File: src/accel_macros.svh
`ifndef ACCEL_MACROS_SVH
`define ACCEL_MACROS_SVH

`define ACCEL_I2C_ADDR 7'h1D
`define I2C_QUARTER 4

`define REG_POWER_CTL 8'h2D
`define REG_INT_ENABLE 8'h2E
`define REG_INT_MAP 8'h2F
`define REG_DATA_FORMAT 8'h31
`define REG_DATAX0 8'h32

// Measure mode on, full resolution at 16 g, data-ready interrupt on int1.
`define CFG_POWER_CTL 8'h08
`define CFG_DATA_FORMAT 8'h0B
`define CFG_INT_ENABLE 8'h80
`define CFG_INT_MAP 8'h00

`define SAMPLE_BYTES 6

`endif

File: src/accel_pkg.sv
`include "accel_macros.svh"

package accel_pkg;

	typedef struct packed {
		logic rd; // Burst read when set, single write otherwise.
		logic [7:0] reg_addr;
		logic [7:0] wdata;
		logic [2:0] nbytes; // Read length, 1 to 6.
	} i2c_cmd_t;

	typedef struct packed {
		logic ok;
		logic nack;
	} i2c_result_t;

	typedef struct packed {
		logic signed [15:0] z;
		logic signed [15:0] y;
		logic signed [15:0] x;
	} accel_axes_t;

	// The sensor sends every axis low byte first, so both views line up.
	typedef union packed {
		logic [`SAMPLE_BYTES-1:0][7:0] bytes;
		accel_axes_t axes;
	} accel_raw_u;

	typedef enum logic {
		cfg = 1'b0,
		smp = 1'b1
	} client_t;

endpackage

File: src/i2c_master.sv
`timescale 1ns/1ps
`include "accel_macros.svh"

module i2c_master (
	input logic clk,
	input logic rst,
	input logic start,
	input accel_pkg::i2c_cmd_t cmd,
	output logic busy,
	output logic done,
	output accel_pkg::i2c_result_t result,
	output logic [7:0] rd_byte,
	output logic rd_strobe,
	output logic nack_seen,
	output logic scl,
	output logic sda_low,
	input logic sda_in
);

	localparam int PHASE_W = $clog2(`I2C_QUARTER);

	typedef enum logic [2:0] {
		st_idle,
		st_start,
		st_tx,
		st_ack_rx,
		st_rstart,
		st_rx,
		st_ack_tx,
		st_stop
	} state_t;

	state_t state;
	accel_pkg::i2c_cmd_t cmd_q;
	logic [PHASE_W-1:0] phase;
	logic [1:0] quarter;
	logic [2:0] bit_cnt;
	logic [2:0] byte_cnt;
	logic [1:0] tx_idx; // Which byte of the write part is on the wire.
	logic rd_phase;
	logic nack_q;
	logic [7:0] sreg;
	logic tick;
	logic bit_end;
	logic samp;
	logic last;
	logic scl_c;
	logic sda_c;

	assign tick = (phase == PHASE_W'(`I2C_QUARTER - 1));
	assign bit_end = tick && (quarter == 2'd3);
	assign samp = (phase == '0) && (quarter == 2'd1); // SCL rises on the pin at the end of this cycle.
	assign last = (byte_cnt == cmd_q.nbytes);
	assign busy = (state != st_idle);

	// ****************************************
	// Bus levels per quarter bit
	// ****************************************
	always_comb begin
		scl_c = 1'b1;
		sda_c = 1'b0;
		case (state)
			st_start: begin
				scl_c = (quarter != 2'd3);
				sda_c = quarter[1]; // Falls while SCL is high.
			end
			st_rstart: begin
				scl_c = quarter[0] ^ quarter[1];
				sda_c = quarter[1];
			end
			st_tx: begin
				scl_c = quarter[0] ^ quarter[1];
				sda_c = !sreg[7];
			end
			st_ack_tx: begin
				scl_c = quarter[0] ^ quarter[1];
				sda_c = !last; // The last byte gets a NACK.
			end
			st_rx, st_ack_rx: begin
				scl_c = quarter[0] ^ quarter[1];
			end
			st_stop: begin
				scl_c = (quarter != 2'd0);
				sda_c = !quarter[1]; // Rises while SCL is high.
			end
			default: ;
		endcase
	end

	// ****************************************
	// Sequencer
	// ****************************************
	always_ff @(posedge clk) begin
		if (!rst) begin
			state <= st_idle;
			phase <= '0;
			quarter <= 2'd0;
			bit_cnt <= 3'd0;
			byte_cnt <= 3'd0;
			tx_idx <= 2'd0;
			rd_phase <= 1'b0;
			nack_q <= 1'b0;
			nack_seen <= 1'b0;
			done <= 1'b0;
			rd_strobe <= 1'b0;
			scl <= 1'b1;
			sda_low <= 1'b0;
		end else begin
			done <= 1'b0;
			rd_strobe <= 1'b0;
			scl <= scl_c;
			sda_low <= sda_c;
			phase <= (state == st_idle || tick) ? '0 : phase + 1'b1;
			if (state == st_idle) begin
				quarter <= 2'd0;
			end else if (tick) begin
				quarter <= quarter + 2'd1;
			end
			case (state)
				st_idle: if (start) begin
					state <= st_start;
					bit_cnt <= 3'd0;
					byte_cnt <= 3'd0;
					tx_idx <= 2'd0;
					rd_phase <= 1'b0;
					nack_q <= 1'b0;
				end
				st_start: if (bit_end) state <= st_tx;
				st_tx: if (bit_end) begin
					bit_cnt <= bit_cnt + 3'd1;
					if (bit_cnt == 3'd7) state <= st_ack_rx;
				end
				st_ack_rx: begin
					if (samp && sda_in) begin
						nack_q <= 1'b1;
						nack_seen <= 1'b1;
					end
					if (bit_end) begin
						tx_idx <= tx_idx + 2'd1;
						if (nack_q) state <= st_stop;
						else if (tx_idx == 2'd0 && rd_phase) state <= st_rx;
						else if (tx_idx == 2'd1 && cmd_q.rd) state <= st_rstart;
						else if (tx_idx == 2'd2) state <= st_stop;
						else state <= st_tx;
					end
				end
				st_rstart: if (bit_end) begin
					state <= st_tx;
					tx_idx <= 2'd0;
					rd_phase <= 1'b1;
				end
				st_rx: begin
					if (samp && bit_cnt == 3'd7) begin
						rd_strobe <= 1'b1;
						byte_cnt <= byte_cnt + 3'd1;
					end
					if (bit_end) begin
						bit_cnt <= bit_cnt + 3'd1;
						if (bit_cnt == 3'd7) state <= st_ack_tx;
					end
				end
				st_ack_tx: if (bit_end) state <= last ? st_stop : st_rx;
				st_stop: if (bit_end) begin
					state <= st_idle;
					done <= 1'b1;
				end
				default: state <= st_idle;
			endcase
		end
	end

	always_ff @(posedge clk) begin
		if (state == st_idle && start) begin
			cmd_q <= cmd;
			sreg <= {`ACCEL_I2C_ADDR, 1'b0};
		end else if (state == st_tx && bit_end) begin
			sreg <= {sreg[6:0], 1'b0};
		end else if (state == st_ack_rx && bit_end) begin
			sreg <= (tx_idx == 2'd0) ? cmd_q.reg_addr : cmd_q.wdata;
		end else if (state == st_rstart && bit_end) begin
			sreg <= {`ACCEL_I2C_ADDR, 1'b1};
		end else if (state == st_rx && samp) begin
			sreg <= {sreg[6:0], sda_in};
		end
		if (state == st_rx && samp && bit_cnt == 3'd7) rd_byte <= {sreg[6:0], sda_in};
		if (state == st_stop && bit_end) begin
			result.ok <= !nack_q;
			result.nack <= nack_q;
		end
	end

endmodule

File: config.mk
export PLATFORM = sky130hd
export DESIGN_NAME = i2c_master
export DESIGN_NICKNAME = d
export VERILOG_FILES = /design/src/accel_pkg.sv /design/src/i2c_master.sv
export VERILOG_INCLUDE_DIRS = /design/src
export SDC_FILE = /design/constraint.sdc
export NUM_CORES = 1
export LEC_CHECK = 0
export CORE_ASPECT_RATIO = 0.7
export CORE_MARGIN = 1
export CORE_UTILIZATION = 35
export CTS_BUF_LIST = sky130_fd_sc_hd__clkbuf_2
export DETAILED_ROUTE_END_ITERATION = 10
export DONT_BUFFER_PORTS = 1
export GPL_ROUTABILITY_DRIVEN = 0
export PLACE_DENSITY = 0.51
export SLEW_MARGIN = 20
export SYNTH_ARGS = -nofsm -noshare
export SYNTH_HDL_FRONTEND = slang
export SYNTH_SLANG_ARGS = --single-unit
File: constraint.sdc
create_clock -name clk -period 2.8 [get_ports clk]
set_input_delay 0.42 -clock clk [delete_from_list [all_inputs] [get_ports clk]]
set_output_delay 0.42 -clock clk [all_outputs]
set_load 0.02 [all_outputs]
Word level (Yosys, flattened, before mapping). Index checks and enable logic that the tools add are counted.

$add $sub $neg: 5. Equality and inequality tests: 28. Mux-type cells: 38. Bitwise operators: 2. Reduce and logical (&&, ||, !) cells: 45.

Operator list (count): $mux 3 (16); $mux 8 (5); $pmux 3 s7 (1); $ne 2x2->1 const B (10); $eq 3x3->1 const B (5); $logic_and 1x1->1 (13); $pmux 3 s2 (2); $reduce_and 3->1 (4); $reduce_bool 2->1 (5); $reduce_or 2->1 (5); $reduce_and 9->1 (1); $reduce_bool 3->1 (3); $mux 2 (4); $ne 2x1->1 const B (4); $add 2x1->2 const B (3); $add 3x1->3 const B (2); $eq 2x2->1 const B (3); $eq 3x2->1 const B (2); $pmux 2 s3 (1); $reduce_and 2->1 (3); $mux 1 (5); $reduce_or 5->1 (1); $eq 2x1->1 const B (2); $logic_not 1->1 (4); 12 further kinds (14).

Flip-flop bits (word level): 60. Input port bits: 24. Output and inout bits: 16. Logic and storage cells: 140.

Depth between registers and ports, before layout. Gate-level depths: netlist of run 1.

Depth after elaboration: 7. Mapped depth: 8. Gate-level depth less buffers: 7.

Least setup slack after synthesis of run 1. OpenSTA, ideal clock, no wires.

Path kind: register -> register. Start point: reg quarter[1]. End point: reg rd_byte[0], enable pin. Library setup time: 334 ps. Data arrival time: 1223 ps. Required time: 2466 ps. Path slack: 1243 ps. Stages on the path, launching flop included: 7. Buffers on the path: 1. Period minus slack after synthesis: 1557 ps. Cell sequence: dfxtp_1 -> inv_1 -> ha_1 -> and2_1 -> clkbuf_1 -> nand3_1 -> inv_1.

Cells in the longest elaborated chain, start to end: 4.

Ends and longest elaborated chain: start, declared (line i2c_master.sv:36) `logic [1:0] quarter;`; start signal, assigned (line i2c_master.sv:117) `quarter <= quarter + 2'd1;`; $eq 2x1->1 (line i2c_master.sv:52) `assign samp = (phase == '0) && (quarter == 2'd1);`; $logic_and 1x1->1 (line i2c_master.sv:52); $logic_and 1x1->1 (2 in a row) (line i2c_master.sv:185) `if (state == st_rx && samp && bit_cnt == 3'd7) rd_byte <= {sreg[6:0], sda_in};`; end signal, assigned (line i2c_master.sv:185); end, declared (line i2c_master.sv:12) `output logic [7:0] rd_byte,`.

Every way passes these cells. A chain may end at the register's enable or synchronous reset.

Final worst setup path of run 1.
Start point: reg state[1]. End point: out busy.

Cells in the longest elaborated chain, start to end: 1.

Ends and longest elaborated chain: start, declared (line i2c_master.sv:33) `state_t state;`; start signal, assigned (line i2c_master.sv:95) `state <= st_idle;`; start signal, assigned (line i2c_master.sv:121) `state <= st_start;`; start signal, assigned (line i2c_master.sv:128) `st_start: if (bit_end) state <= st_tx;`; $reduce_bool 3->1 (line i2c_master.sv:54) `assign busy = (state != st_idle);`; end, declared (line i2c_master.sv:9) `output logic busy,`.

Every way passes these cells.

==> results_dict.tcl, run 1 <==
set metrics [dict create \
    status "finished clean" \
    viasPerCell 5.32 \
    p_per_area_nw_per_um2 667 \
    critPathMaxFanout 20 \
    die_h_um 76.3 \
    nets 307 \
    htree_levels 3 \
    via_count 1995 \
    cp.required_ns 2.38 \
    syn-instance-count 250 \
    io_buffers 0 \
    p_leak_nw 1.20 \
    avgSynthCellArea_um2 11.0 \
    grt_pass1_vias 1929 \
    rsz0062_at_grt "false" \
    synth-simple-area-share_pct 14.2 \
    post-route-min-period_ns 2.02 \
    ios 40 \
    seqPwrFrac_pct 50.8 \
    critPathLaunchType "flip-flop" \
    async_flop_share_pct 0 \
    worst-r2r-cell-count 5 \
    grt_first_pass_wirelength_mm 10.2 \
    hold_depth 2 \
    ys_types 49 \
    min_to "nack_seen" \
    clock_latency_ns 0.52 \
    die_area_um2 8250 \
    post_cts_buffers 0 \
    grt_antenna_before_repair 0 \
    start_util_pct 37.1 \
    root_buffer "clkbuf_2" \
    clkPwrFrac_pct 33.2 \
    ctsResizeCount 0 \
    rr_endpoint "byte_cnt[1]" \
    intPower_mw 1.52 \
    drc 0 \
    cts_buffers 9 \
    final.period_utilization_pct 72.1 \
    clock_tree.buffer_depth 2 \
    layout-drive-gt1-share_pct 10.1 \
    p_comb_share_pct 16.0 \
    critPathKind "flip-flop to primary output" \
    yosys_register_bits 60 \
    synth_xor_area_share_pct 1.90 \
    cp-end-kind "primary output" \
    muxShareOfSynthArea_pct 3.26 \
    ys_seq_area_share_pct 54.4 \
    ir_drop_uv 457 \
    ys_warn_count 0 \
    setup_violations 0 \
    n_antenna_cell 0 \
    slew_headroom_pct 58.1 \
    hold_violations 0 \
    drv_cap 0 \
    synthAdderAreaFrac_pct 4.98 \
    first_pass_iters 4 \
    max_slew.worst_pin.slew_ns 0.627 \
    swShare_pct 28.4 \
    syn-cell-area_um2 2760 \
    fin_tns_setup_ns 0 \
    wl_per_cell_um 16.8 \
    switchingPower_mw 0.604 \
    grt_max_degree 26 \
    reg2reg_from "state[0]" \
    placementRows 26 \
    clock_skew_ns 0.0162 \
    regArea_um2 1500 \
    ys.flop_type "edfxtp_1" \
    synth-compound-area-share_pct 16.5 \
    overflow 0 \
    multi_input_area_um2 1130 \
    drtIter0Drc 126 \
    synth.net_count 285 \
    synth_enable_flop_cells 30 \
    min_from "sda_in" \
    post_dp_cell_area_um2 2820 \
    synth_top_family_by_area "compound AO/OA/AOI/OAI gates" \
    area_growth_pct 15.6 \
    routed_wl_mm 6.31 \
    core-area_um2 7450 \
    die_w_um 108 \
    arrival_ns 1.60 \
    final_core_util_pct 42.8 \
    fillerInstances 715 \
    fin_area_um2 3190 \
    drtAntennaViolNets 0 \
    cts_tree "done" \
    clock_sinks 60 \
    dpl.hpwl_mm 4.38 \
    min_path_type "input port to flip-flop" \
    cts.clk_slew.worst_paths_ns 0.18 \
    grt_util_all_layers_pct 17.2 \
    clock.fmax_mhz 496 \
    final_max_slew_viol_count 0 \
    r2r_slack_ns 0.82 \
]
metrics by stage:
step,power [mW],hold slack (ns),cells,worst slack [ns]
after detailed placement,1.42,0.447,337,0.833
after CTS,2.15,0.00609,375,0.727
after global placement,1.42,0.439,337,0.882
after global routing,2.24,0.00906,375,0.538
final,2.13,0.0494,375,0.782
after floorplan,1.35,0.425,250,1.24
synth_stat cells (7+ instances only):
cell type / n / area share (%)
dfxtp_1: 30 / 22
edfxtp_1: 30 / 33
a21oi_1: 16 / 2.9
nand2_1: 14 / 1.9
inv_1: 13 / 1.8
nand3_1: 13 / 2.4
nor2_1: 13 / 1.8
ha_1: 11 / 5.0
nor3_1: 10 / 1.8
mux2i_1: 9 / 3.3
buf_4: 7 / 1.9
worst max path at each step:
stage                     slack (ns)        from          end
after floorplan                 1.24  quarter[1]   rd_byte[0]
after global placement          0.88    state[2]  byte_cnt[1]
after detailed placement        0.83    state[2]  byte_cnt[1]
after CTS                       0.73    state[1]         busy
after global routing            0.54    state[0]  byte_cnt[1]
final                           0.78    state[1]         busy
state kept, by name, indices dropped and copies added, names as in the netlist:
name,count
scl,1
tx_idx,2
done,1
sreg,8
bit_cnt,3
rd_byte,8
phase,2
result,2
rd_strobe,1
quarter,2
rd_phase,1
sda_low,1
cmd_q,20
state,3
nack_q,1
byte_cnt,3
nack_seen,1
kinds of logic (layout without fill, tap and decap cells):
kind of cell,after synthesis,count (layout)
and+or+nand+nor,72,72
AOI/OAI and AO/OA,65,65
DFF,60,60
buffers and inverters,27,54
adders and majority gates,11,11
muxes,9,9
xor gates and xnor gates,6,6
cells in the final DEF, fill, tap and decap left out, types with 3 or more instances in the layout:
cell | synthesis | final
o31ai_1 | 3 | 3
nor3_1 | 10 | 10
o211ai_1 | 3 | 3
bufinv_16 | 0 | 3
o21ai_1 | 6 | 6
nand2b_1 | 5 | 5
nor3b_1 | 4 | 4
edfxtp_1 | 30 | 30
nand2_1 | 14 | 14
o21ai_0 | 6 | 6
nor2_1 | 13 | 13
clkbuf_2 | 0 | 10
nand4_1 | 3 | 3
a31oi_1 | 6 | 6
ha_1 | 11 | 11
nand3_1 | 13 | 13
a32oi_1 | 3 | 3
xnor2_1 | 5 | 5
inv_1 | 13 | 13
dlygate4sd3_1 | 0 | 22
dfxtp_1 | 30 | 30
mux2i_1 | 9 | 9
o21a_1 | 4 | 4
a21oi_1 | 16 | 16
power groups by stage:
stage	registers, mW	clock network (mW)	logic (mW)
6_report	1.08	0.707	0.340
3_3_place_gp	1.10	0	0.319
4_1_cts	1.08	0.728	0.344
5_1_grt	1.10	0.768	0.377
2_1_floorplan	1.06	0	0.290
3_5_place_dp	1.10	0	0.318
worst max-delay path, cell delays in order, from the launching register on:
cell and delay, ns:
dfxtp_1 0.76, nor3_2 0.11, inv_1 0.21
routing by layer:
metal	up-vias	global-route usage [%]	part of all wire, %
met5	-	0	0
met1	943	25.3	51
li1	971	-	-
met2	74	22.0	40
met4	0	7.40	1.2
met3	7	6.50	8.0
cell type report:
class,count,area share [%]
Clock inverter,6,3.21
Clock buffer,10,1.57
Multi-Input combinational cell,163,35.3
Timing Repair Buffer,24,7.37
Sequential cell,60,47.0
Tap cell,98,3.84
Inverter,14,1.65
what timing repair did:
action | 4_1_cts | 5_1_grt
endpoints found under the setup margin | 0 | 0
hold buffers | 22 | 0
hold endpoints to repair | 24 | 0
(Power assumes the default switching activity.)
==> run 2: changes to the inputs <==
--- a/config.mk
+++ b/config.mk
@@ -13,7 +13,7 @@
 export DETAILED_ROUTE_END_ITERATION = 10
 export DONT_BUFFER_PORTS = 1
 export GPL_ROUTABILITY_DRIVEN = 0
-export PLACE_DENSITY = 0.51
+export PLACE_DENSITY = 0.53
 export SLEW_MARGIN = 20
 export SYNTH_ARGS = -nofsm -noshare
 export SYNTH_HDL_FRONTEND = slang
==> constraint.sdc (replaced) <==
create_clock -name clk -period 1.8 [get_ports clk]
set_input_delay 0.27 -clock clk [delete_from_list [all_inputs] [get_ports clk]]
set_output_delay 0.27 -clock clk [all_outputs]
set_load 0.02 [all_outputs]
==> results_dict.tcl, run 2 (synthesis gave the netlist of run 1 again) <==
set metrics [dict create \
    die_h_um 76.3 \
    cts_tree "done" \
    final_max_slew_viol_count 0 \
    arrival_ns 1.47 \
    finalNonFillerCells 396 \
    wl_per_cell_um 16.3 \
    nets 328 \
    p_per_area_nw_per_um2 929 \
    clock_skew_ns 0.0260 \
    clock_tree.buffer_depth 2 \
    n_antenna_cell 0 \
    r2r_slack_ns 0.13 \
    htree_levels 3 \
    critPathLaunchType "flip-flop" \
    grt_util_all_layers_pct 17.2 \
    grt_pass1_vias 1988 \
    setup_violations 0 \
    overflow 0 \
    slew_headroom_pct 69.5 \
    layout_setup_ws_ns 0.0641 \
    max_slew.worst_pin.slew_ns 0.457 \
    grt_max_degree 25 \
    cts.clk_slew.worst_paths_ns 0.19 \
    reg.largest.list "cmd_q x20, rd_byte x8, sreg x8" \
    hold_violations 0 \
    post-route-min-period_ns 1.74 \
    grt_first_pass_wirelength_mm 10.5 \
    total_power_mw 3.10 \
    p_leak_nw 1.27 \
    critPathMaxFanout 5 \
    drtAntennaViolNets 0 \
    clock_sinks 60 \
    first_pass_iters 4 \
    placementRows 26 \
    clock_latency_ns 0.51 \
    fin_tns_setup_ns 0 \
    cp.required_ns 1.53 \
    viasPerCell 5.30 \
    fin_hold_ws_ns 0.0309 \
    largest_register_ffs 20 \
    ios 40 \
    drtIter0Drc 144 \
    die_area_um2 8250 \
    grt_antenna_before_repair 0 \
    layout-drive-gt1-share_pct 20.1 \
    final_common_cell "edfxtp_1" \
    routed_wl_mm 6.44 \
    drc 0 \
    status "finished clean" \
    dp_cells 355 \
    post-place-ws_ns 0.0759 \
    area_growth_pct 20.7 \
    start_util_pct 37.1 \
    drv_cap 0 \
    layout_common_cells "edfxtp_1, dfxtp_1, dlygate4sd3_1, buf_4, a21oi_1" \
    regMostFlops "cmd_q" \
    min_path_type "input port to flip-flop" \
    final.period_utilization_pct 96.4 \
    cts_buffers 9 \
    clock.fmax_mhz 576 \
    ir_drop_uv 511 \
    via_count 2100 \
    dpl.hpwl_mm 4.60 \
    die_w_um 108 \
    core-area_um2 7450 \
    critPathKind "flip-flop to primary output" \
    cp-end-kind "primary output" \
    io_buffers 0 \
    root_buffer "clkbuf_2" \
]
## run 2: changes by cell type in the layout (fill, tap and decap cells not counted), sizes merged
| cell | change |
|---|---|
| clkinvlp | +3 |
| buf | +21 |
| clkbuf | -1 |
| clkinv | +1 |
| bufinv | -3 |
## run 2: path summary, 6_finish.rpt
| check | to | cells after the start | from |
|---|---|---|---|
| worst min register to register | rd_byte[5] | 0 | sreg[4] |
| worst max register to register | state[2] | 5 | state[1] |
| worst min-delay path | state[1] | 2 | rst |
| worst max-delay path | busy | 4 | state[0] |
## run 2: metrics by stage
stage / util [%] / cell area [um^2]
after floorplan: - / 2760
after global placement: 39.8 / 2970
after detailed placement: 39.8 / 2970
after CTS: 44.3 / 3300
after global routing: 44.7 / 3330
final: 44.7 / 3330
## run 2: area by class of cell
| class | instances | area (um^2) |
|---|---|---|
| Inverter | 14 | 52.6 |
| Clock buffer | 9 | 45.0 |
| Multi-Input combinational cell | 163 | 1140 |
| Tap cell | 98 | 123 |
| Clock inverter | 7 | 53.8 |
| Timing Repair Buffer | 45 | 405 |
| Sequential cell | 60 | 1510 |
| Fill cell | 724 | 4120 |
## run 2: what timing repair did
item                                    CTS  global route
setup buffers                             1             2
pin swaps                                 0             1
endpoints found under the setup margin    1            14
resized for setup                         4             8
hold buffers                             22             0
hold endpoints to repair                 29             0
## run 2: power breakdown
| group | total, mW | internal (mW) | switching [mW] |
|---|---|---|---|
| combinational | 0.732 | 0.323 | 0.409 |
| sequential | 1.64 | 1.57 | 0.0672 |
| clock | 0.724 | 0.184 | 0.540 |
| total | 3.10 | 2.08 | 1.02 |
## run 2: metal layers
metal | share of wire (%) | GRT usage [%] | wire length, um
met5 | 0 | 0 | 0
met4 | 1.6 | 5.75 | 103
met3 | 8.5 | 5.39 | 548
met2 | 40 | 22.5 | 2590
met1 | 50 | 26.1 | 3190
## run 2: critical path, cell delays in order (launching register included)
cell and delay, ns:
dfxtp_4 0.39, buf_4 0.15, nor3_4 0.20, inv_2 0.06
buf_4 0.15
==> run 3: changes to the inputs <==
==> constraint.sdc (replaced) <==
create_clock -name clk -period 1.5 [get_ports clk]
set_input_delay 0.225 -clock clk [delete_from_list [all_inputs] [get_ports clk]]
set_output_delay 0.225 -clock clk [all_outputs]
set_load 0.02 [all_outputs]
==> results_dict.tcl, run 3 (synthesis gave the netlist of run 1 again) <==
set metrics [dict create \
    largest_register_ffs 20 \
    dpl.hpwl_mm 4.76 \
    reg2reg_from "state[2]" \
    critPathLaunchType "flip-flop" \
    max_slew.worst_pin.slew_ns 0.482 \
    start_util_pct 37.1 \
    grt_max_degree 22 \
    rr_endpoint "state[2]" \
    critPathMaxFanout 5 \
    post-route-min-period_ns 1.51 \
    arrival_ns 1.29 \
    critPathKind "flip-flop to primary output" \
    regArea_um2 1530 \
    layout-drive-gt1-share_pct 35.9 \
    root_buffer "clkbuf_2" \
    final_common_cell "buf_4" \
    clock.fmax_mhz 662 \
    worst-r2r-cell-count 5 \
    fin_area_um2 3810 \
    reg.largest.list "cmd_q x20, rd_byte x8, sreg x8" \
    layout_common_cells "buf_4, edfxtp_1, dlygate4sd3_1" \
    fillerInstances 664 \
    clock_sinks 60 \
    fin_hold_ws_ns 0.0852 \
    cp-end-kind "primary output" \
    rsz0062_at_grt "true" \
    p_leak_nw 1.45 \
    p_per_area_nw_per_um2 1050 \
    placementRows 26 \
    clock_skew_ns 0.0264 \
    overflow 0 \
    finalNonFillerCells 427 \
    area_growth_pct 38.0 \
    status "finished, violations left" \
    layout_setup_ws_ns -0.0113 \
    first_pass_iters 4 \
    fin_tns_setup_ns -0.0303 \
    nets 360 \
    drtIter0Drc 107 \
    drtAntennaViolNets 0 \
    dp_cells 377 \
    die_area_um2 8250 \
    final_max_slew_viol_count 0 \
    die_w_um 108 \
    drc 0 \
    cp_num_buf_inv 2 \
    crit_chain "nor3_4 > inv_2 > buf_6" \
    cp.required_ns 1.27 \
    hold_violations 0 \
    n_antenna_cell 0 \
    final.period_utilization_pct 101 \
    clock_tree.buffer_depth 2 \
    grt_antenna_before_repair 0 \
    grt_pass1_vias 2161 \
    multi_input_area_um2 1330 \
    regMostFlops "cmd_q" \
    crit_path_top_delay_cell "dfxtp_4" \
    wl_per_cell_um 16.3 \
    io_buffers 0 \
    clock_latency_ns 0.51 \
    cts_tree "done" \
    r2r_slack_ns -0.01 \
    total_power_mw 4.02 \
    min_path_type "input port to flip-flop" \
    post_dp_cell_area_um2 3140 \
    min_to "bit_cnt[2]" \
    cts_buffers 9 \
    via_count 2188 \
    ir_drop_uv 679 \
    die_h_um 76.3 \
    cts.clk_slew.worst_paths_ns 0.16 \
    drv_cap 0 \
    slew_headroom_pct 67.9 \
    ios 40 \
    grt_util_all_layers_pct 18.1 \
    min_from "rst" \
    cp_slowest_stage_delay_ns 0.40 \
    routed_wl_mm 6.96 \
    grt_first_pass_wirelength_mm 11.0 \
    cp_top_family "flip-flops" \
    core-area_um2 7450 \
    viasPerCell 5.12 \
    htree_levels 3 \
    hold_depth 2 \
    violations "negative setup slack" \
    setup_violations 3 \
]
run 3: changes by cell type in the layout (fill, tap and decap cells not counted), moves of 4 or more:
cell | previous run | this run
ha_4 | 0 | 5
dfxtp_1 | 27 | 21
buf_6 | 0 | 4
ha_1 | 10 | 5
buf_4 | 22 | 48
run 3: routing by layer:
| metal | vias to the layer above | GRT usage (%) | wire (um) |
|---|---|---|---|
| li1 | 1075 | - | - |
| met1 | 1035 | 26.0 | 3400 |
| met2 | 74 | 25.1 | 3040 |
| met3 | 4 | 6.67 | 492 |
| met4 | 0 | 4.93 | 29 |
| met5 | - | 0 | 0 |
run 3: timing repair:
item | CTS | global route
resized for setup | 30 | 36
endpoints found under the hold margin | 35 | 0
buffers inserted | 5 | 7
endpoints found under the setup margin | 29 | 32
hold buffers | 23 | 0
pin swaps | 5 | 11
run 3: worst max path at each step:
| stage | cells after the start | start | end | slack, ns |
|---|---|---|---|---|
| after detailed placement | 4 | state[1] | tx_idx[1] | -0.15 |
| after global placement | 4 | state[1] | tx_idx[1] | -0.15 |
| after global routing | 3 | state[1] | busy | -0.10 |
| after floorplan | 7 | tx_idx[0] | state[2] | 0.01 |
| after CTS | 3 | state[1] | busy | -0.06 |
| final | 3 | state[1] | busy | -0.01 |
run 3: layout make-up:
cell class	instances	area share, %
clock buffer	11	1.44
clock inverter	4	1.12
inverter	14	1.61
multi-input combinational	163	34.9
sequential	60	40.0
tap	98	3.22
timing repair buffer	77	17.7
run 3: through the flow:
| stage | util, % | setup slack [ns] |
|---|---|---|
| floorplan | - | 0.0131 |
| CTS | 48.4 | -0.0559 |
| global route | 51.2 | -0.102 |
| detailed placement | 42.1 | -0.150 |
| finish | 51.2 | -0.0113 |
| global placement | 42.1 | -0.149 |
run 3: worst register-to-register path: cells and delay by family, from the launching register on:
family / cells / cell delay, ns
compound gates: 2 / 0.38
buf+inv: 2 / 0.40
flops: 1 / 0.39
simple gates: 1 / 0.22
run 3: report_power, final:
part / internal (mW) / switching (mW)
Sequential: 1.89 / 0.0956
Combinational: 0.527 / 0.562
Clock: 0.378 / 0.562
